--- src/core_config.svh ---
`ifndef CORE_CONFIG_SVH
`define CORE_CONFIG_SVH

// Machine word and address width
`define XLEN 32

// Architectural register file
`define REG_COUNT 32
`define REG_ADDR_W 5

// First fetch address after reset or release
`define RESET_PC 32'h0000_0000

`define HALT_OPCODE 7'h7F // Custom stop opcode

`endif

--- src/isaPkg.sv ---
`default_nettype none
`include "core_config.svh"

package isaPkg;

   typedef logic [`XLEN-1:0]       word_t;
   typedef logic [`REG_ADDR_W-1:0] regIdx_t;
   typedef logic [6:0]             opcode_t;

   // Base opcodes of the supported subset
   localparam opcode_t OPC_OP     = 7'b0110011;
   localparam opcode_t OPC_OP_IMM = 7'b0010011; // Always treated as ORI
   localparam opcode_t OPC_LUI    = 7'b0110111;
   localparam opcode_t OPC_LOAD   = 7'b0000011;
   localparam opcode_t OPC_STORE  = 7'b0100011;

   typedef enum logic [2:0] {
      NONE,
      ALU,
      LUI,
      LOAD,
      STORE,
      HALT
   } opClass_t;

   typedef enum logic [1:0] {
      ADD,
      SUB,
      SLL,
      OR
   } aluOp_t;

   typedef struct packed {
      opClass_t    opClass;
      aluOp_t      aluOp;
      regIdx_t     rd;
      regIdx_t     rs1;
      regIdx_t     rs2;
      logic        useImm;  // Second operand from imm
      logic [19:0] imm;     // I/S zero-extended, U raw
   } decodedOp_t;

endpackage

`default_nettype wire

--- src/regFile.sv ---
`timescale 1ns/1ps
`default_nettype none
`include "core_config.svh"

module regFile (
   input  logic            clk,
   input  logic            rstn,
   input  isaPkg::regIdx_t rs1,
   input  isaPkg::regIdx_t rs2,
   output isaPkg::word_t   rdata1,
   output isaPkg::word_t   rdata2,
   input  logic            wrEn,
   input  isaPkg::regIdx_t wrIdx,
   input  isaPkg::word_t   wrData
);
   import isaPkg::*;

   word_t regs [`REG_COUNT];

   always_ff @(posedge clk) begin
      if (!rstn) begin
         for (int i = 0; i < `REG_COUNT; i++) begin
            regs[i] <= '0;
         end
      end else if (wrEn && wrIdx != '0) begin
         regs[wrIdx] <= wrData; // x0 never written
      end
   end

   assign rdata1 = regs[rs1];
   assign rdata2 = regs[rs2];

   pZeroReg: assert property (@(posedge clk) disable iff (!rstn)
      (rs1 == '0 |-> rdata1 == '0) and (rs2 == '0 |-> rdata2 == '0))
      else $error("regFile: x0 read back nonzero");

endmodule

`default_nettype wire

--- config.mk ---
export PLATFORM = sky130hd
export DESIGN_NAME = regFile
export DESIGN_NICKNAME = d
export VERILOG_FILES = /design/src/isaPkg.sv /design/src/regFile.sv
export VERILOG_INCLUDE_DIRS = /design/src
export SDC_FILE = /design/constraint.sdc
export NUM_CORES = 2
export LEC_CHECK = 0
export BUFFER_PORTS_ARGS = -buffer_cell sky130_fd_sc_hd__buf_2
export CORE_UTILIZATION = 35
export DETAILED_ROUTE_END_ITERATION = 8
export HOLD_SLACK_MARGIN = 0.03
export PLACE_DENSITY = 0.5
export SYNTH_ARGS = -nofsm -noshare
export SYNTH_HDL_FRONTEND = slang
export SYNTH_SLANG_ARGS = --single-unit
--- constraint.sdc ---
create_clock -name clk -period 4.48 [get_ports clk]
set_input_delay 1.12 -clock clk [delete_from_list [all_inputs] [get_ports clk]]
set_output_delay 1.12 -clock clk [all_outputs]
set_load 0.02 [all_outputs]
# --- After elaboration in Yosys (flattened, before gate mapping) ---
# Memory sizes are Yosys's and may differ from the RTL's.
# Cells that the tools add are included.
# W data, S select, Z words.
classes:
  n_mux: 7
  n_reduce_logical: 3
ops:
  columns: ["op", "count"]
  rows:
  - ["$mux W32", 1]
  - ["$reduce_or A32 Y1", 1]
  - ["$mux W1", 5]
  - ["$mux W5", 1]
  - ["$reduce_bool A5 Y1", 1]
  - ["$logic_and A1 B1 Y1", 1]
totals:
  ff_bits: 0
  ram_bits: 1024
  input_bits: 50
  out_inout_bits: 64
  word_cells: 11
  memories: 1
memory_table:
  columns: ["name", "words", "word_bits", "read_ports", "rd_ports_with_merged_regs", "write_ports", "line_no", "source"]
  rows:
  - ["regs", 32, 32, 2, 0, 32, "regFile.sv:18", "word_t regs [`REG_COUNT];"]

# --- Logic depth before layout (Yosys ltp) ---
logic_depth:
  depth_word: 7
  ltp_mapped: 8
  mapped_depth_nobuf: 5

# --- Least setup slack after synthesis ---
# No wires, ideal clock.
synth_timing:
  kind: "in2reg"
  start: "input port rstn"
  end: "memory regs[24][0] (netlist bit), enable pin"
  setup_ps: 466
  arrival_time_ps: 4006
  t_required_ps: 4014
  setup_slack_ps: 9
  stages: 4
  path_buffers: 1
  path_cell_list: "nand2_1 or3_4 buf_6 o21ai_0"
synth_lines:
  columns: ["item", "line_no", "source"]
  rows:
  - ["start, declared", "regFile.sv:7", "input logic rstn,"]
  - ["end, declared", "regFile.sv:18", null]

# --- Worst setup path after layout ---
layout_timing:
  start: "input port rs1[0]"
  end: "output port rdata1[3]"
layout_between:
  elab_chain_len: 1
layout_lines:
  columns: ["item", "line_no", "source"]
  rows:
  - ["start, declared", "regFile.sv:8", "input isaPkg::regIdx_t rs1,"]
  - ["$mem_v2 Z32 W32", null, null]
  - ["end, declared", "regFile.sv:10", "output isaPkg::word_t rdata1,"]
# No other way between the ends.

==> results by stage <==
Outcome:
- The run finished with clean final reports.

CTS:
- After clock tree synthesis, the clock-pin slew on the worst setup and hold paths is 0.06 ns.
- In this run the number of H-tree levels came out at 3.
- The total clock buffers created by CTS is 115.
- The number of post-CTS setup repair buffers is 0.
- The clock tree from TritonCTS is yes.
- The number of buffers inserted for hold repair after clock tree synthesis is 0.
- The number of clock sinks seen by CTS is 1024.
- CTS placed an instance of clkbuf_16 at the clock tree root.
- The maximum count of clock buffers along a single path is 3.
- After clock tree synthesis, the repair step resized 0 gates.

Global routing:
- The initial antenna violation count is 14.
- Global routing consumed, over all layers together, 25.9% of the routing resources.
- Summed over all layers, the global routing overflow is 0.
- The pin count of the biggest net entering global routing is 56.
- The via count of the first global-routing pass is 38300.
- The global-route wire length before repair is 297 mm.

Power:
- Across the VDD grid, the largest voltage drop is 0.288 mV.
- The design draws 23.3 mW.
- Dividing total power by cell area gives a power density of 365 mW/mm^2.
- The standby leakage power is 24.8 nW.

Cells and area:
- The register with the most flip-flops in the layout has 1024 of them.
- The register name with the most flops is regs.
- The largest registers in the layout are regs x1024.
- The layout net count is 4731.
- In the layout the commonest cells are 1024 x mux2i_1, 1024 x edfxtp_1, 992 x and2_1.
- In the final layout, the share of cells above drive strength 1 is 12.6%.
- The synthesis-to-layout area growth is 14.6%.

STA:
- The time the final worst path needs with I/O delays and setup is 4.36 ns.
- Setup repair after global routing left no endpoint under its margin.
- The actual slew at the worst max-slew pin is 0.947 ns.
- The worst setup margin is 0.115 ns.
- The number of endpoints failing setup at the final stage is 0.
- Measured against its own limit, the worst slew margin works out to 36.7%.
- After routing, the total negative slack on setup checks comes to 0 ns.
- The maximum clock frequency is 229 MHz.
- The final number of hold-violating endpoints is 0.
- The number of pins exceeding their max-slew limit in the final report is 0.
- The final period utilization is 97.4%.

Drt:
- The detail route stage leaves a number of antenna-violating nets equal to 0.
- The overall via count from detail_route is 38800.
- In the routed design, unresolved DRC markers number 0.
- Using the TritonRoute via totals, the vias-per-cell ratio works out to 5.66.
- After the first detailed-routing iteration, the DRC count stood at 3633.
- The first-pass detailed-route iteration total is 6.
- In the final routed layout, each cell accounts on average for 31.1 microns.
- The routed design has 213 mm of wire.

Floorplan:
- The die is 401 microns tall.
- The effective utilization at floorplan is 35.2%.
- The core footprint is 0.158 sq mm.
- The floorplan step defined a die boundary enclosing 0.161 sq mm.
- The total number of placement rows is 146.
- In this run the count of I/O pins placed on the die edge is 114.
- The floorplan step set the die width to 401 microns.

Logic synthesis:
- After synthesis, the share of flip-flops with an asynchronous set or reset is 0%.
- Synthesis inferred 1024 register bits.
- The synthesized design contains 1024 enable-type register cells.
- The netlist area before placement is 0.0557 sq mm.
- The most common flop cell mapped by yosys is edfxtp_1.
- The proportion of synthesized chip area in sequential cells is 55.2%.
- After synthesis, the mean cell area works out to 12.1 sq um.
- The Yosys warning count is 0.
- The distinct cell type count after synthesis is 32.
- The number of standard cells after synthesis is 4609.

Placed design:
- The port buffer count is 113.
- Detailed placement ended at an HPWL of 125 mm.
- At the placement stage, the worst setup path has a slack of 0.120 ns.
- Routability-driven placement finished with a final weighted congestion of 0.826.

Worst setup path:
- The category of the critical setup timing path is input port to output pin.
- The type of origin of the critical path is an input port.
- STA puts the critical path data required time at 3.36 ns.
- In this run the worst path has a maximum fanout of 41.
- STA puts the critical path data arrival time at 3.24 ns.
- STA classifies the critical path endpoint as an output pin.

Hold path:
- The min-delay analysis places its worst path in the category input port to flip-flop.

Job:
- Max-cap violations in this run came to 0.
worst max-delay path, stage by stage:
cell and delay [ns]:
buf_2 0.21, nor2b_4 0.25, buf_12 0.32, buf_4 0.36
a22oi_1 0.14, a31oi_1 0.31, nand3_1 0.25, buf_2 0.23
logic make-up after synthesis:
group,count (synthesis),synth area share (%)
AOI/OAI and AO/OA,607,7.32
muxes,1024,18.4
and+or+nand+nor,1502,15.4
other,1,0.00673
DFF,1024,55.2
buffers and inverters,451,3.71
where the power goes:
part           internal [mW]  leakage (nW)  switching (mW)
Sequential              11.1          9.75           0.273
Clock                   4.92          1.66            4.01
Combinational           1.03          13.4            2.00
synthesized netlist by cell type, drive strengths merged, types with 2 or more instances:
cell type / count / share of area (%)
edfxtp: 1024 / 55
mux2i: 1024 / 18
and2: 994 / 11
clkbuf: 272 / 1.9
nand2: 197 / 1.3
nand3: 193 / 1.7
a21oi: 192 / 1.7
a22oi: 192 / 2.6
buf: 178 / 1.8
a22o: 128 / 2.0
a31oi: 64 / 0.72
nor3: 64 / 0.57
nor2: 35 / 0.33
o21ai: 31 / 0.28
nand2b: 4 / 0.045
nor2b: 4 / 0.045
nand3b: 3 / 0.040
or2: 2 / 0.022
or3: 2 / 0.031
or3b: 2 / 0.031
metal layers:
metal	GRT usage [%]	vias to the layer above	wire, microns
met3	3.23	289	14000
met4	7.52	0	5480
met2	42.6	1417	101000
met5	0	-	0
met1	35.7	20000	92600
li1	-	17000	-
metrics by stage:
stage                     std cells  hold slack (ns)  utilization, %  cell area [sq um]
after CTS                      6839            0.942            40.3              63800
after global routing           6839             1.02            40.3              63800
after floorplan                4640             1.32               -              55800
after detailed placement       6636             1.75            38.2              60400
after global placement         6636             1.75            38.2              60400
final                          6851            0.991            40.4              63800
final cells by class:
| type | instances | area (sq um) |
|---|---|---|
| fill | 14800 | 94400 |
| sequential | 1024 | 30700 |
| multi-input combinational | 3165 | 23600 |
| timing repair buffer | 374 | 3450 |
| clock buffer | 150 | 3050 |
| tap | 2072 | 2590 |
| clock inverter | 53 | 364 |
| antenna | 12 | 30.0 |
| inverter | 1 | 3.75 |
path summary, 6_finish.rpt:
path / startpoint / to / slack (ns) / cells after the start
worst max-delay path: rs1[0] / rdata1[3] / 0.12 / 8
worst min-delay path: wrData[20] / regs[7][20] / 0.99 / 2
Power figures use the tool's default switching activity.
