File: config.mk
export PLATFORM = sky130hd
export DESIGN_NAME = execUnit
export DESIGN_NICKNAME = d
export VERILOG_FILES = /design/src/isaPkg.sv /design/src/execUnit.sv
export VERILOG_INCLUDE_DIRS = /design/src
export SDC_FILE = /design/constraint.sdc
export NUM_CORES = 1
export LEC_CHECK = 0
export ABC_AREA = 1
export ABC_CLOCK_PERIOD_IN_PS = 5500
export BUFFER_PORTS_ARGS = -buffer_cell sky130_fd_sc_hd__buf_2
export CAP_MARGIN = 20
export CORE_MARGIN = 3
export CORE_UTILIZATION = 53
export DETAILED_ROUTE_END_ITERATION = 7
export PLACE_DENSITY = 0.83
export SYNTH_ARGS = -nofsm -noshare
export SYNTH_HDL_FRONTEND = slang
export SYNTH_SLANG_ARGS = --single-unit
File: constraint.sdc
create_clock -name clk -period 5.5 [get_ports clk]
set_input_delay 0.825 -clock clk [delete_from_list [all_inputs] [get_ports clk]]
set_output_delay 0.825 -clock clk [all_outputs]
set_load 0.02 [all_outputs]
File: src/core_config.svh
`ifndef CORE_CONFIG_SVH
`define CORE_CONFIG_SVH

// Machine word and address width
`define XLEN 32

// Architectural register file
`define REG_COUNT 32
`define REG_ADDR_W 5

// First fetch address after reset or release
`define RESET_PC 32'h0000_0000

`define HALT_OPCODE 7'h7F // Custom stop opcode

`endif

File: src/isaPkg.sv
`default_nettype none
`include "core_config.svh"

package isaPkg;

   typedef logic [`XLEN-1:0]       word_t;
   typedef logic [`REG_ADDR_W-1:0] regIdx_t;
   typedef logic [6:0]             opcode_t;

   // Base opcodes of the supported subset
   localparam opcode_t OPC_OP     = 7'b0110011;
   localparam opcode_t OPC_OP_IMM = 7'b0010011; // Always treated as ORI
   localparam opcode_t OPC_LUI    = 7'b0110111;
   localparam opcode_t OPC_LOAD   = 7'b0000011;
   localparam opcode_t OPC_STORE  = 7'b0100011;

   typedef enum logic [2:0] {
      NONE,
      ALU,
      LUI,
      LOAD,
      STORE,
      HALT
   } opClass_t;

   typedef enum logic [1:0] {
      ADD,
      SUB,
      SLL,
      OR
   } aluOp_t;

   typedef struct packed {
      opClass_t    opClass;
      aluOp_t      aluOp;
      regIdx_t     rd;
      regIdx_t     rs1;
      regIdx_t     rs2;
      logic        useImm;  // Second operand from imm
      logic [19:0] imm;     // I/S zero-extended, U raw
   } decodedOp_t;

endpackage

`default_nettype wire

File: src/execUnit.sv
`timescale 1ns/1ps
`default_nettype none

module execUnit (
   input  logic               clk,
   input  logic               rstn,
   input  isaPkg::decodedOp_t op,
   input  logic               decodeStep,
   input  logic               loadDone,
   input  isaPkg::word_t      memRData,
   input  isaPkg::word_t      rdata1,
   input  isaPkg::word_t      rdata2,
   output isaPkg::regIdx_t    rs1,
   output isaPkg::regIdx_t    rs2,
   output isaPkg::word_t      aluResult,
   output isaPkg::word_t      storeData,
   output logic               wrEn,
   output isaPkg::regIdx_t    wrIdx,
   output isaPkg::word_t      wrData
);
   import isaPkg::*;

   word_t operandB;
   word_t luiValue;
   logic  regWrite;

   assign rs1       = op.rs1;
   assign rs2       = op.rs2;
   assign storeData = rdata2;

   assign operandB = op.useImm ? word_t'(op.imm) : rdata2;
   assign luiValue = word_t'({op.imm, 12'h000});

   // Effective address for loads and stores too
   always_comb begin
      case (op.aluOp)
         ADD:     aluResult = rdata1 + operandB;
         SUB:     aluResult = rdata1 - operandB;
         SLL:     aluResult = rdata1 << operandB[4:0];
         OR:      aluResult = rdata1 | operandB;
         default: aluResult = '0;
      endcase
   end

   assign regWrite = decodeStep && (op.opClass == ALU || op.opClass == LUI);

   always_ff @(posedge clk) begin
      if (!rstn) begin
         wrEn <= 1'b0;
      end else begin
         wrEn <= regWrite || loadDone;
      end
   end

   // Load rd is still in the instruction register at loadDone
   always_ff @(posedge clk) begin
      if (regWrite || loadDone) begin
         wrIdx <= op.rd;
         if (loadDone) begin
            wrData <= memRData;
         end else if (op.opClass == LUI) begin
            wrData <= luiValue;
         end else begin
            wrData <= aluResult;
         end
      end
   end

   // Each write has exactly one cause
   pWrCause: assert property (@(posedge clk) disable iff (!rstn)
      wrEn |-> $past(decodeStep ^ loadDone))
      else $error("execUnit: register write without a single decode or load");

endmodule

`default_nettype wire

# Word level (Yosys, flattened, before mapping)
# Cells that the tools add are included.
[word_totals]
inputBits = 141
elab_cells = 20
register_bits = 38
[op_classes]
addsub = 2
n_bitwise = 1
reduce_logical = 4
n_shift = 1
n_eq_ne = 5
n_mux = 4
[op_table]
columns = ["op", "count"]
rows = [
  ["32-bit one-hot mux with 4 select lines", 1],
  ["32-bit 2-to-1 mux", 3],
  ["32-bit adder", 1],
  ["32-bit bitwise OR", 1],
  ["32-bit by 5-bit left shift with 32-bit output", 1],
  ["32-bit subtractor", 1],
  ["2-bit == test, second input constant", 2],
  ["3-bit by 1-bit == test with 1-bit output, second input constant", 1],
  ["3-bit by 2-bit == test with 1-bit output, second input constant", 1],
  ["2-bit by 1-bit == test with 1-bit output, second input constant", 1],
  ["2-bit zero test", 1],
  ["1-bit logical OR", 2],
  ["1-bit logical AND", 1],
]

# Logic depth before layout (Yosys ltp)
[logic_depth]
depth_word = 5
depth_mapped = 29
ltp_nobuf = 28

# Worst setup path after synthesis
# Ideal clock, no wire load.
[synth_timing]
kind = "in2out"
start = "in op[20] (netlist bit)"
end = "out aluResult[31]"
n_path_buf = 1
t_arrival_ns = 3.764
setup_slack_ns = 0.911
required_time_ns = 4.675
stages = 24
path_cell_list = "inv_2 nand2_1 nand2_4 buf_2 ha_1 inv_1 nor3_2 nand2_2 nor2_4 nand3_2 o21ai_2 o21ai_1 xor2_1 ha_1 a21o_1 nor2_1 nand2_1 nand2_1 nand2_1 a21oi_1 inv_1 nand2_1 nand3_1 nand2_1"
[synth_between]
elab_chain_len = 3
elab_cells_between_ends = 6
cone_classes = "add/sub: 2; shift: 1; mux: 2; bitwise: 1"
[synth_rtl]
columns = ["element", "line_no", "rtl"]
rows = [
  ["start: declaration", "execUnit.sv:7", "input isaPkg::decodedOp_t op,"],
  ["32-bit 2-to-1 mux *", "execUnit.sv:31", "assign operandB = op.useImm ? word_t'(op.imm) : rdata2;"],
  ["32-bit subtractor (tied with other cells)", "execUnit.sv:38", "SUB: aluResult = rdata1 - operandB;"],
  ["32-bit one-hot mux with 4 select lines *", "execUnit.sv:36", "case (op.aluOp)"],
  ["end: declaration", "execUnit.sv:15", "output isaPkg::word_t aluResult,"],
]
# Every way passes the cells marked *; elsewhere a longest branch is shown, timed or not.

# Worst setup path in the final report
[layout_timing]
start = "in op[20] (netlist bit)"
end = "out aluResult[30]"
# Same word-level chain as after synthesis.

==> results.md <==
* Result of the run: complete, no violations
* GRT Resource Usage Total at between 40 and 50%
* # DRC at 0
* Crit end category: output pin
* Gr ovfl total at 0
* Proportion of register bits with asynchronous set or reset after synthesis at 0%
* Cell row count at between 40 and 50
* CP Data Required Time at roughly 4.7 ns
* Number of detailed-routing iterations run before antenna repair at 7
* Hold/Removal Path Class: input port to flop
* Io pins at 253
* Transition time of the tightest slew-check pin at 1.010 ns
* Full die area at about 16,000 um2
* Count of mapped cells out of synthesis at ~1.4k
* Average via count per standard cell at about 6
* Worst supply voltage drop on vdd at about 0.00011 V
* Final estimated routing congestion in global placement at 1.122
* Setup TNS at 0 ns
* Floorplan core area at 14,150 um2
* Footprint of the multi-input gates at around 5500 um2
* Unrepaired setup endpoints after global routing: no
* Area leader, netlist: nand2_1
* Biggest fanout along the worst timing path at 14
* Post-detailed-route count of antenna-violating nets at 0
* Maximum frequency from static timing analysis at ~190 MHz
* Initial core utilization at 55.04%
* Count of distinct cell types in the synthesized netlist at between 40 and 50
* Filler cell count in the final layout at roughly 1.4k
* Area overhead of the layout relative to synthesis at 15.62%
* Deepest clock path buffer count at 2
* Final hold vios at 0
* Number of clock sinks at 38
* Mean post-synth cell area at roughly 5.5 um2
* Sort of element at the start of the critical path: input port
* Post-synthesis register bit count at 38
* Buffer cell driving the clock tree root: clkbuf_16
* CTS buffer count at 5
* Number of antenna violations at the first check in global routing at 0
* # H-tree levels at 2
* Starting DRC count in detailed routing at roughly 1.9k
* Portion of the clock cycle consumed by the worst path in the final layout at between 90% and 100%
* Syn nets at approximately 1.6k
* Maximum number of pins on one net before global-route repair at 53
* Final critical path time including I/O delays and setup at approximately 5.4 ns
* Port-buffer cells at approximately 230
* Die Ht at approximately 130 um
* Slew Limit Fails at 0
* Area taken by flip-flops and latches at ~1100 um2
* Total power at 0.001995 W
* Leakage power at a little over 5 nW
* Sequential fraction of the synthesis area at between 10% and 20%
* Number of enable-type register cells in the synthesized netlist at 37
* Synth top area share at 23.62%
* TritonCTS clock tree: built
* Via count at between 10k and 15k
* Die width at about 130 um
* Summed instance area of the synthesized netlist at 7787 um2
* Relative slew margins at between 30% and 40%
* Max cap viols at 0
* Top area cells in the synthesized netlist: nand2_1 (24%), edfxtp_1 (14%), nand3_1 (12%), inv_1 (8.0%), ha_1 (5.5%)
* Global-route wire length before repair at between 50,000 and 60,000 um
* Final HPWL DP at 29,650 um
* Via count of the first global-routing pass at ~9.5k
* Utilization after layout at around 64%
* Clock-pin slew on the worst setup and hold paths at approximately 0.060 ns
* Critical path class: input port to output pin
* Source of the critical timing path: op[20]
* Area after detailed placement at about 8800 um2
* Data arrival time of the critical path at 4.55 ns
* Drt total wl at about 36,000 um
* Endpoints failing setup at 0
* Share of post-route cells with drive strength above 1 at about a fifth
* Total power divided by cell area at 221.5 nW/um2
* Timing endpoint of the critical path: aluResult[30]
* Final net count at approximately 1.8k
* Buffers inserted during post-CTS setup optimization at 0
* Post-route cell area at 9004 um2
* Routed wire length per instance at 20.42 um
* Synth warn at 0
* Number of antenna diodes at 0
* Post-synth top flop: edfxtp_1
## critical path: stages
cell and delay [ns]:
buf_2 0.13, clkinv_2 0.20, nand2_1 0.16, nand2_4 0.06, ha_1 0.30, o21ai_0 0.62, fa_1 0.44, nand2_1 0.12
nand2_1 0.08, o21ai_0 0.08, o21ai_0 0.45, nand3_1 0.13, nand2_1 0.17, nand2_1 0.09, nand3_1 0.08, nand3_1 0.23
nand2_1 0.17, buf_2 0.20
## kinds of logic after synthesis
| group | after synthesis | synth area share, % |
|---|---|---|
| AOI/OAI and AO/OA | 203 | 14.81 |
| xor gates and xnor gates | 31 | 3.486 |
| adders and majority gates | 35 | 5.720 |
| buffers and inverters | 262 | 15.58 |
| DFF | 38 | 14.52 |
| and+or+nand+nor | 839 | 45.87 |
## per-layer routing
layer  routed length [um]  global-route usage [%]  share of wire [%]
met1                13380                   56.80                 37
met2                15870                   66.22                 44
met3                 4747                   8.905                 13
met4                 2038                   19.81                5.7
met5                    0                       0                  0
## cell usage after synthesis, drive strengths merged, types with 21 or more instances
library cell	count
xor2	30
inv	171
clkbuf	21
nand4	22
buf	70
a21oi	68
o21ai	94
edfxtp	37
nor2	100
ha	34
nand2	503
nand3	194
## worst min-delay path by stage
stage | start | to | slack [ns] | depth (start not counted)
after floorplan | op[31] | wrIdx[0] | 0.92 | 0
after global placement | op[33] | wrIdx[2] | 1.00 | 1
after detailed placement | op[34] | wrIdx[3] | 1.00 | 1
after CTS | op[34] | wrIdx[3] | 0.70 | 1
after global routing | op[32] | wrIdx[1] | 0.69 | 1
final | op[32] | wrIdx[1] | 0.70 | 1
## report_power, final
group	internal (W)	switching, W	total (W)
combinational	0.000373	0.000877	0.00125
sequential	0.000366	0.0000100	0.000376
clock	0.000215	0.000154	0.000369
## final cells by class
cell class / count / area share (%)
clock buffers: 5 / 1.390
clock inverters: 3 / 0.5003
inverters: 171 / 7.143
multi-input cells: 1108 / 60.67
flip-flops and latches: 38 / 12.56
well taps: 180 / 2.501
repair buffers: 260 / 15.23
## sequential cells by signal, summed over array words and instances, names as in the netlist
name    cells
wrData     32
wrEn        1
wrIdx       5
## per-stage QoR
stage          hold WS, ns  cells  setup slack [ns]
5_1_grt             0.6950   1765          0.002470
3_3_place_gp         1.003   1757            0.3445
2_1_floorplan       0.9239   1408            0.9113
4_1_cts             0.6965   1765            0.3008
3_5_place_dp         1.003   1757            0.3109
6_report            0.6959   1765            0.1204
## layout by cell type (no fill, tap or decap), types with 2 or more instances in the layout
master      netlist  routed
nor3_1           11      10
a31oi_1           2       2
a22o_1           10      10
buf_4            44      28
a21oi_2           0       2
xor2_1           30      30
nor3_2            4       5
nand2_4           2       2
a21o_1            2       2
a41oi_1           2       2
or2_2             2       2
nor2_2            6       8
edfxtp_1         37      37
o21bai_1          4       4
inv_2             6       5
nand3b_1          3       3
clkinvlp_4        0       2
o211ai_1         16      16
a21oi_1          68      66
o21ai_0          75      75
ha_1             34      34
buf_2            16     232
nor2_1           93      91
o21ai_1          16      16
nand2_1         490     489
clkbuf_16         0       5
o21ai_2           3       3
nand2_2          11      12
nand4_1          22      22
inv_1           165     165
nand3_1         193     193
## repair_timing
item,in CTS,in global routing
hold buffers,0,0
setup endpoints to repair,0,9
resized for setup,0,5
Note: power is estimated with default switching activity, not from simulation.
