==> config.mk <==
export PLATFORM = sky130hd
export DESIGN_NAME = seqCtrl
export DESIGN_NICKNAME = d
export VERILOG_FILES = /design/src/isaPkg.sv /design/src/busPkg.sv /design/src/seqCtrl.sv
export VERILOG_INCLUDE_DIRS = /design/src
export SDC_FILE = /design/constraint.sdc
export NUM_CORES = 1
export LEC_CHECK = 0
export BUFFER_PORTS_ARGS = -buffer_cell sky130_fd_sc_hd__buf_2
export CAP_MARGIN = 20
export CORE_MARGIN = 4
export CORE_UTILIZATION = 45
export CTS_CLUSTER_DIAMETER = 80
export DETAILED_ROUTE_END_ITERATION = 8
export GPL_TIMING_DRIVEN = 0
export PLACE_DENSITY = 0.77
export SLEW_MARGIN = 20
export SYNTH_ARGS = -nofsm -noshare
export SYNTH_HDL_FRONTEND = slang
export SYNTH_SLANG_ARGS = --single-unit
==> constraint.sdc <==
create_clock -name clk -period 6.13 [get_ports clk]
set_clock_uncertainty 0.15 [all_clocks]
set_input_delay 0.9195 -clock clk [delete_from_list [all_inputs] [get_ports clk]]
set_output_delay 0.9195 -clock clk [all_outputs]
set_load 0.005 [all_outputs]
==> src/core_config.svh <==
`ifndef CORE_CONFIG_SVH
`define CORE_CONFIG_SVH

// Machine word and address width
`define XLEN 32

// Architectural register file
`define REG_COUNT 32
`define REG_ADDR_W 5

// First fetch address after reset or release
`define RESET_PC 32'h0000_0000

`define HALT_OPCODE 7'h7F // Custom stop opcode

`endif

==> src/isaPkg.sv <==
`default_nettype none
`include "core_config.svh"

package isaPkg;

   typedef logic [`XLEN-1:0]       word_t;
   typedef logic [`REG_ADDR_W-1:0] regIdx_t;
   typedef logic [6:0]             opcode_t;

   // Base opcodes of the supported subset
   localparam opcode_t OPC_OP     = 7'b0110011;
   localparam opcode_t OPC_OP_IMM = 7'b0010011; // Always treated as ORI
   localparam opcode_t OPC_LUI    = 7'b0110111;
   localparam opcode_t OPC_LOAD   = 7'b0000011;
   localparam opcode_t OPC_STORE  = 7'b0100011;

   typedef enum logic [2:0] {
      NONE,
      ALU,
      LUI,
      LOAD,
      STORE,
      HALT
   } opClass_t;

   typedef enum logic [1:0] {
      ADD,
      SUB,
      SLL,
      OR
   } aluOp_t;

   typedef struct packed {
      opClass_t    opClass;
      aluOp_t      aluOp;
      regIdx_t     rd;
      regIdx_t     rs1;
      regIdx_t     rs2;
      logic        useImm;  // Second operand from imm
      logic [19:0] imm;     // I/S zero-extended, U raw
   } decodedOp_t;

endpackage

`default_nettype wire

==> src/busPkg.sv <==
`default_nettype none

package busPkg;

   // Values of the write flag
   localparam logic BUS_READ  = 1'b0;
   localparam logic BUS_WRITE = 1'b1;

   // One request on the shared memory port, word addressed
   typedef struct packed {
      isaPkg::word_t addr;
      logic          write;
      isaPkg::word_t wdata;
   } memReq_t;

endpackage

`default_nettype wire

==> src/seqCtrl.sv <==
`timescale 1ns/1ps
`default_nettype none
`include "core_config.svh"

module seqCtrl (
   input  logic               clk,
   input  logic               rstn,
   input  logic               loadEn,
   input  logic               memVld,
   input  isaPkg::word_t      memRData,
   input  isaPkg::decodedOp_t op,
   input  isaPkg::word_t      aluResult,
   input  isaPkg::word_t      storeData,
   output logic               memReqValid,
   output busPkg::memReq_t    memReq,
   output isaPkg::word_t      inst,
   output logic               decodeStep,
   output logic               loadDone,
   output logic               halt
);
   import isaPkg::*;
   import busPkg::*;

   typedef enum logic [1:0] {
      HALTED,
      FETCH,
      DECODE,
      MEM
   } seqState_t;

   seqState_t state;
   word_t     pc;
   word_t     instReg;
   logic      isMemOp;

   assign isMemOp    = (op.opClass == LOAD) || (op.opClass == STORE);
   assign inst       = instReg;
   assign decodeStep = (state == DECODE);
   assign loadDone   = (state == MEM) && memVld && (memReq.write == BUS_READ);

   always_ff @(posedge clk) begin
      if (!rstn) begin
         state       <= HALTED;
         halt        <= 1'b1;
         memReqValid <= 1'b0;
         pc          <= `RESET_PC;
      end else begin
         case (state)
            HALTED: begin
               if (loadEn) begin
                  state <= FETCH;
                  halt  <= 1'b0;
               end
            end
            FETCH: begin
               if (!memReqValid) begin
                  memReqValid <= 1'b1;
               end else if (memVld) begin
                  memReqValid <= 1'b0;
                  pc          <= pc + 1'b1; // Word addressed PC
                  state       <= DECODE;
               end
            end
            DECODE: begin
               if (op.opClass == HALT) begin
                  halt  <= 1'b1;
                  state <= HALTED;
               end else if (isMemOp) begin
                  memReqValid <= 1'b1; // Fetch stalls during data access
                  state       <= MEM;
               end else begin
                  state <= FETCH;
               end
            end
            MEM: begin
               if (memVld) begin
                  memReqValid <= 1'b0;
                  state       <= FETCH;
               end
            end
            default: state <= HALTED;
         endcase
      end
   end

   // Request payload and instruction register
   always_ff @(posedge clk) begin
      if (state == FETCH && !memReqValid) begin
         memReq.addr  <= pc;
         memReq.write <= BUS_READ;
         memReq.wdata <= '0;
      end else if (state == DECODE && isMemOp) begin
         memReq.addr  <= aluResult;
         memReq.write <= (op.opClass == STORE) ? BUS_WRITE : BUS_READ;
         memReq.wdata <= storeData;
      end
      if (state == FETCH && memReqValid && memVld) begin
         instReg <= memRData;
      end
   end

   pReqNotHalted: assert property (@(posedge clk) disable iff (!rstn)
      $rose(memReqValid) |-> !halt)
      else $error("seqCtrl: memory request raised while halted");

   pReqStable: assert property (@(posedge clk) disable iff (!rstn)
      memReqValid && !memVld |=> memReqValid && $stable(memReq))
      else $error("seqCtrl: memory request changed before memVld");

endmodule

`default_nettype wire

# == Yosys cells after proc, flatten, opt, wreduce, memory -nomap -nowiden ==
# Cells that the tools add are included.
# totals
regBits,133
input_bits,141
output_inout_bits,101
elab_cells,58
# classes
add_sub_neg,1
muxes,19
n_eq_ne,13
bitwise,1
reduce_logical,16
# op_table
cell,count
65-bit two-way mux,2
32-bit by 1-bit adder with 32-bit output (second input constant),1
2-bit two-way mux,6
2-bit inequality test (second input constant),5
1-bit two-way mux,8
2-bit case mux with 4 select lines,1
4-bit AND reduction,2
3-bit equality test (second input constant),2
1-bit logical AND,6
3-bit AND reduction,2
2-bit equality test (second input constant),2
2-bit by 1-bit inequality test with 1-bit output (second input constant),2
2-bit nonzero test,2
3-bit by 2-bit equality test with 1-bit output (second input constant),1
1-bit case mux with 3 select lines,1
3-bit nonzero test,1
2-bit by 1-bit equality test with 1-bit output (second input constant),1
2-bit logical NOT,1
1-bit case mux with 2 select lines,1
1-bit logical NOT,1
1-bit logical OR,1
1-bit inverter,1

# == Logic depth before layout (Yosys ltp) ==
# logic_depth
ltp_word,5
mapped_depth,8
ltp_nobuf,6

# == Worst setup path after synthesis ==
# Ideal clock, no wire load.
# synth_timing
kind,input to register
start,input op[39] (netlist name)
end,register memReq[33] (netlist name) (enable)
path_buffers,2
setup_ns,0.389
arrival_ns,2.613
stages,5
slack_ns,2.978
t_required_ns,5.591
cell_sequence,or3b_1 -> a21bo_2 -> clkbuf_1 -> clkbuf_1 -> nand2_1
# synth_between
elab_chain_cells,4
word_cells_on_any_way,5
cone_classes,eq/ne (2); reduce/logical (3)
# synth_lines
item,line,source
start: declaration,seqCtrl.sv:11,"input isaPkg::decodedOp_t op,"
3-bit by 2-bit equality test with 1-bit output or 3-bit equality test (tied branches),seqCtrl.sv:36,assign isMemOp = (op.opClass == LOAD) || (op.opClass == STORE);
1-bit logical OR (*),seqCtrl.sv:36,
1-bit logical AND (*),seqCtrl.sv:92,end else if (state == DECODE && isMemOp) begin
2-bit nonzero test (no source line) (*),-,
end: declaration,seqCtrl.sv:15,"output busPkg::memReq_t memReq,"
# Mark *: on every way between the ends. The rest lies on a longest branch, timed or not.
# A chain may end at the register's enable or synchronous reset.

# == Final worst setup path ==
# layout_timing
start,register state[0]
end,register memReq[50] (netlist name) (enable)
# layout_between
elab_chain_cells,3
word_cells_on_any_way,5
cone_classes,eq/ne (2); reduce/logical (3)
# layout_lines
item,line,source
start: declaration,seqCtrl.sv:31,seqState_t state;
start signal: assignment,seqCtrl.sv:43,state <= HALTED;
start signal: assignment,seqCtrl.sv:51,state <= FETCH;
start signal: assignment,seqCtrl.sv:61,state <= DECODE;
2-bit by 1-bit equality test with 1-bit output or 2-bit equality test (tied branches),"seqCtrl.sv:88, seqCtrl.sv:92",
"1-bit logical AND, on equally long branches","seqCtrl.sv:88, seqCtrl.sv:92",
2-bit nonzero test (no source line) (*),-,
# Marked as above.

==> impl_metrics.ini <==
[run_status]
status = complete, no violations

[critical_path]
cp.arrival_ns = 2.90
r2r-end = memReq[50]
cp-endpoint = memReq[50]
required_ns = 5.95
worstPathCellList = inv_1 > ha_1 > a21bo_2 > clkbuf_1 > clkbuf_1 > nand2_2
r2r_slack_ns = 3.05
path_class = register to register
start_kind = register
cp-startpoint = state[0]
slowest_stage = nand2_2
worst-path-max-fanout = 32
reg2reg_depth = 6
r2r-start = state[0]
cp_common_cell = clkbuf_1
cpPeakStageDelay_ns = 0.56
worstSetupEndpointType = register

[pwr]
p_leak_nw = 2.98
peakVddDrop_uv = 205
power_density_mw_per_mm2 = 324

[floorplanning]
dieArea_mm2 = 0.0138
die_y_um = 118
fp-row-count = 39
core-area_mm2 = 0.0116
die_w_um = 118
floorplan.initialDensity_pct = 46.6
ios = 242

[clock_tree]
cts.sinks = 133
clock_path_buffers = 2
holdBufCountCts = 0
ctsResizeCount = 0
cts_tree = done
ctsHtreeMaxLevel = 4
insertion_delay_ns = 0.42
root_buffer = clkbuf_16
post-cts-setup-buffers = 0
clkTransAtPathRegs_ns = 0.06
numCtsBuffers = 17

[min_path]
hp-class = register to register

[global_routing]
antenna_found_initial = 1
grt.overflow.total = 0
grt.total_usage_pct = 21.7
grt_start_max_net_pins = 33
first_global_vias = 4857
grt_pass1_wl_um = 24200

[timing]
tightest_slew_ns = 0.793
slew_violations = 0
setup_viol = 0
max_freq_mhz = 325
layout_setup_ws_ns = 3.05
post-route-period-util_pct = 50.2
fin_setup_tns_ns = 0
fin_crit_ns = 3.08
hold_viol_final = 0
relSlewSlack_pct = 46.9
rsz0062_at_grt = false

[placement]
place_area_mm2 = 0.00662
place_hpwl_um = 10900
routabilityCongestion = 0.846
portBuffers = 202
place_ws_ns = 2.61

[logic_synthesis]
ys.flop_type = dfxtp_1
synth_cells = 536
syn-num-nets = 682
synth-edff-count = 64
yosys_warnings = 0
synth_area_mm2 = 0.00541
synthTopCellsByCount = nand2_1, dfxtp_1, edfxtp_1
synthDistinctLibCells = 45
yosysTopAreaCell = edfxtp_1
yosys-top-cells-area = edfxtp_1, dfxtp_1, nand2_1, a21oi_1, o21ai_0
synth_area_per_cell_um2 = 10.1
seq_area_frac_synth_pct = 61.1
async_flop_share_pct = 0
synthMostInstantiatedCell = nand2_1
synth_seq_cells = 133
netlist.area_leader.share_pct = 35.5

[layout]
drive_above_1_share_pct = 32.6
final_cell_area_mm2 = 0.00724
fillers = 976
finalNetCount = 904
area_delta_synth_final_pct = 33.8
antenna_cells = 0

[flow_run]
max_cap_violations = 0

[route]
vias = 4862
firstDrtPassIters = 5
drc_errors = 0
drt_first_iter_violations = 364
wirelength_um = 14900
drt-vias-per-instance = 5.32
ant_nets = 0
wl_per_cell_um = 16.3
-- metal layers --
layer | routed length (um) | track usage, % | vias up
li1 | - | - | 2349
met1 | 6090 | 26.2 | 2273
met3 | 1050 | 5.43 | 23
met5 | 7 | 0 | -
met4 | 280 | 9.23 | 2
met2 | 7460 | 36.8 | 215
-- stage by stage --
step           utilization, %  hold WS, ns  power [mW]  instances
6_report                 62.3        0.302        2.35        914
5_1_grt                  62.3        0.321        2.44        914
4_1_cts                  62.3        0.302        2.36        914
3_5_place_dp             57.0        0.294        1.31        882
3_3_place_gp             56.8        0.290        1.29        881
2_1_floorplan               -        0.303        1.17        536
-- worst max-delay path: cells and delay by family (launching register included) --
kind                     cells  cell delay [ns]
buffers and inverters        3             0.96
AND/OR/NAND/NOR              1             0.56
flip-flops                   1             0.39
adder cells (fa/ha/maj)      1             0.32
AO/OA/AOI/OAI                1             0.23
-- state kept, by name, indices dropped and copies added, names as in the netlist --
| signal | flops |
|---|---|
| memReq | 65 |
| inst | 32 |
| pc | 32 |
| state | 2 |
| halt | 1 |
| memReqValid | 1 |
-- power by group --
part           internal (mW)  switching (mW)  leakage (nW)
logic                 0.0996           0.166          1.52
registers               1.00          0.0249          1.15
clock network          0.677           0.376         0.305
-- cell type report --
class                   count  area (um2)  area share [%]
clock inverters            14         184            2.54
flip-flops and latches    133        3300            45.6
repair buffers            203        1030            14.2
multi-input cells         366        1930            26.7
clock buffers              18         429            5.93
plain buffers              32         160            2.21
inverters                   5        18.8           0.259
well taps                 143         179            2.47
-- cell families (layout without fill, tap and decap cells) --
family	count (synthesis)	count (layout)	share of synthesized area, %
AO/OA/AOI/OAI	113	113	11.4
XOR/XNOR	11	11	1.78
adder cells (fa/ha/maj)	5	5	1.16
buffers and inverters	37	272	3.28
flip-flops	133	133	61.1
multiplexers	7	7	1.32
AND/OR/NAND/NOR	230	230	20.0
-- cell usage in the layout, fill, tap and decap left out, types with 5 or more instances in the layout --
master	instances
clkinv_2	5
nand3_1	5
or4_1	10
mux2i_1	6
xnor2_1	7
nor2_1	16
or3_1	8
o31ai_1	9
ha_1	5
clkbuf_1	25
dfxtp_1	69
buf_2	204
nand4_1	12
nor4_1	5
o21ai_0	43
inv_1	5
edfxtp_1	64
nand2_1	146
nand2b_1	5
clkbuf_16	17
a21oi_1	52
-- worst min path at each step --
stage	from	to	slack, ns	cells past startpoint
global route	memReq[29]	memReq[29]	0.32	2
floorplan	memReq[0]	memReq[0]	0.30	2
global placement	memReq[5]	memReq[5]	0.29	2
CTS	memReq[29]	memReq[29]	0.30	2
detailed placement	memReq[29]	memReq[29]	0.29	2
finish	memReq[29]	memReq[29]	0.30	2
Note: power is estimated with default switching activity, not from simulation.
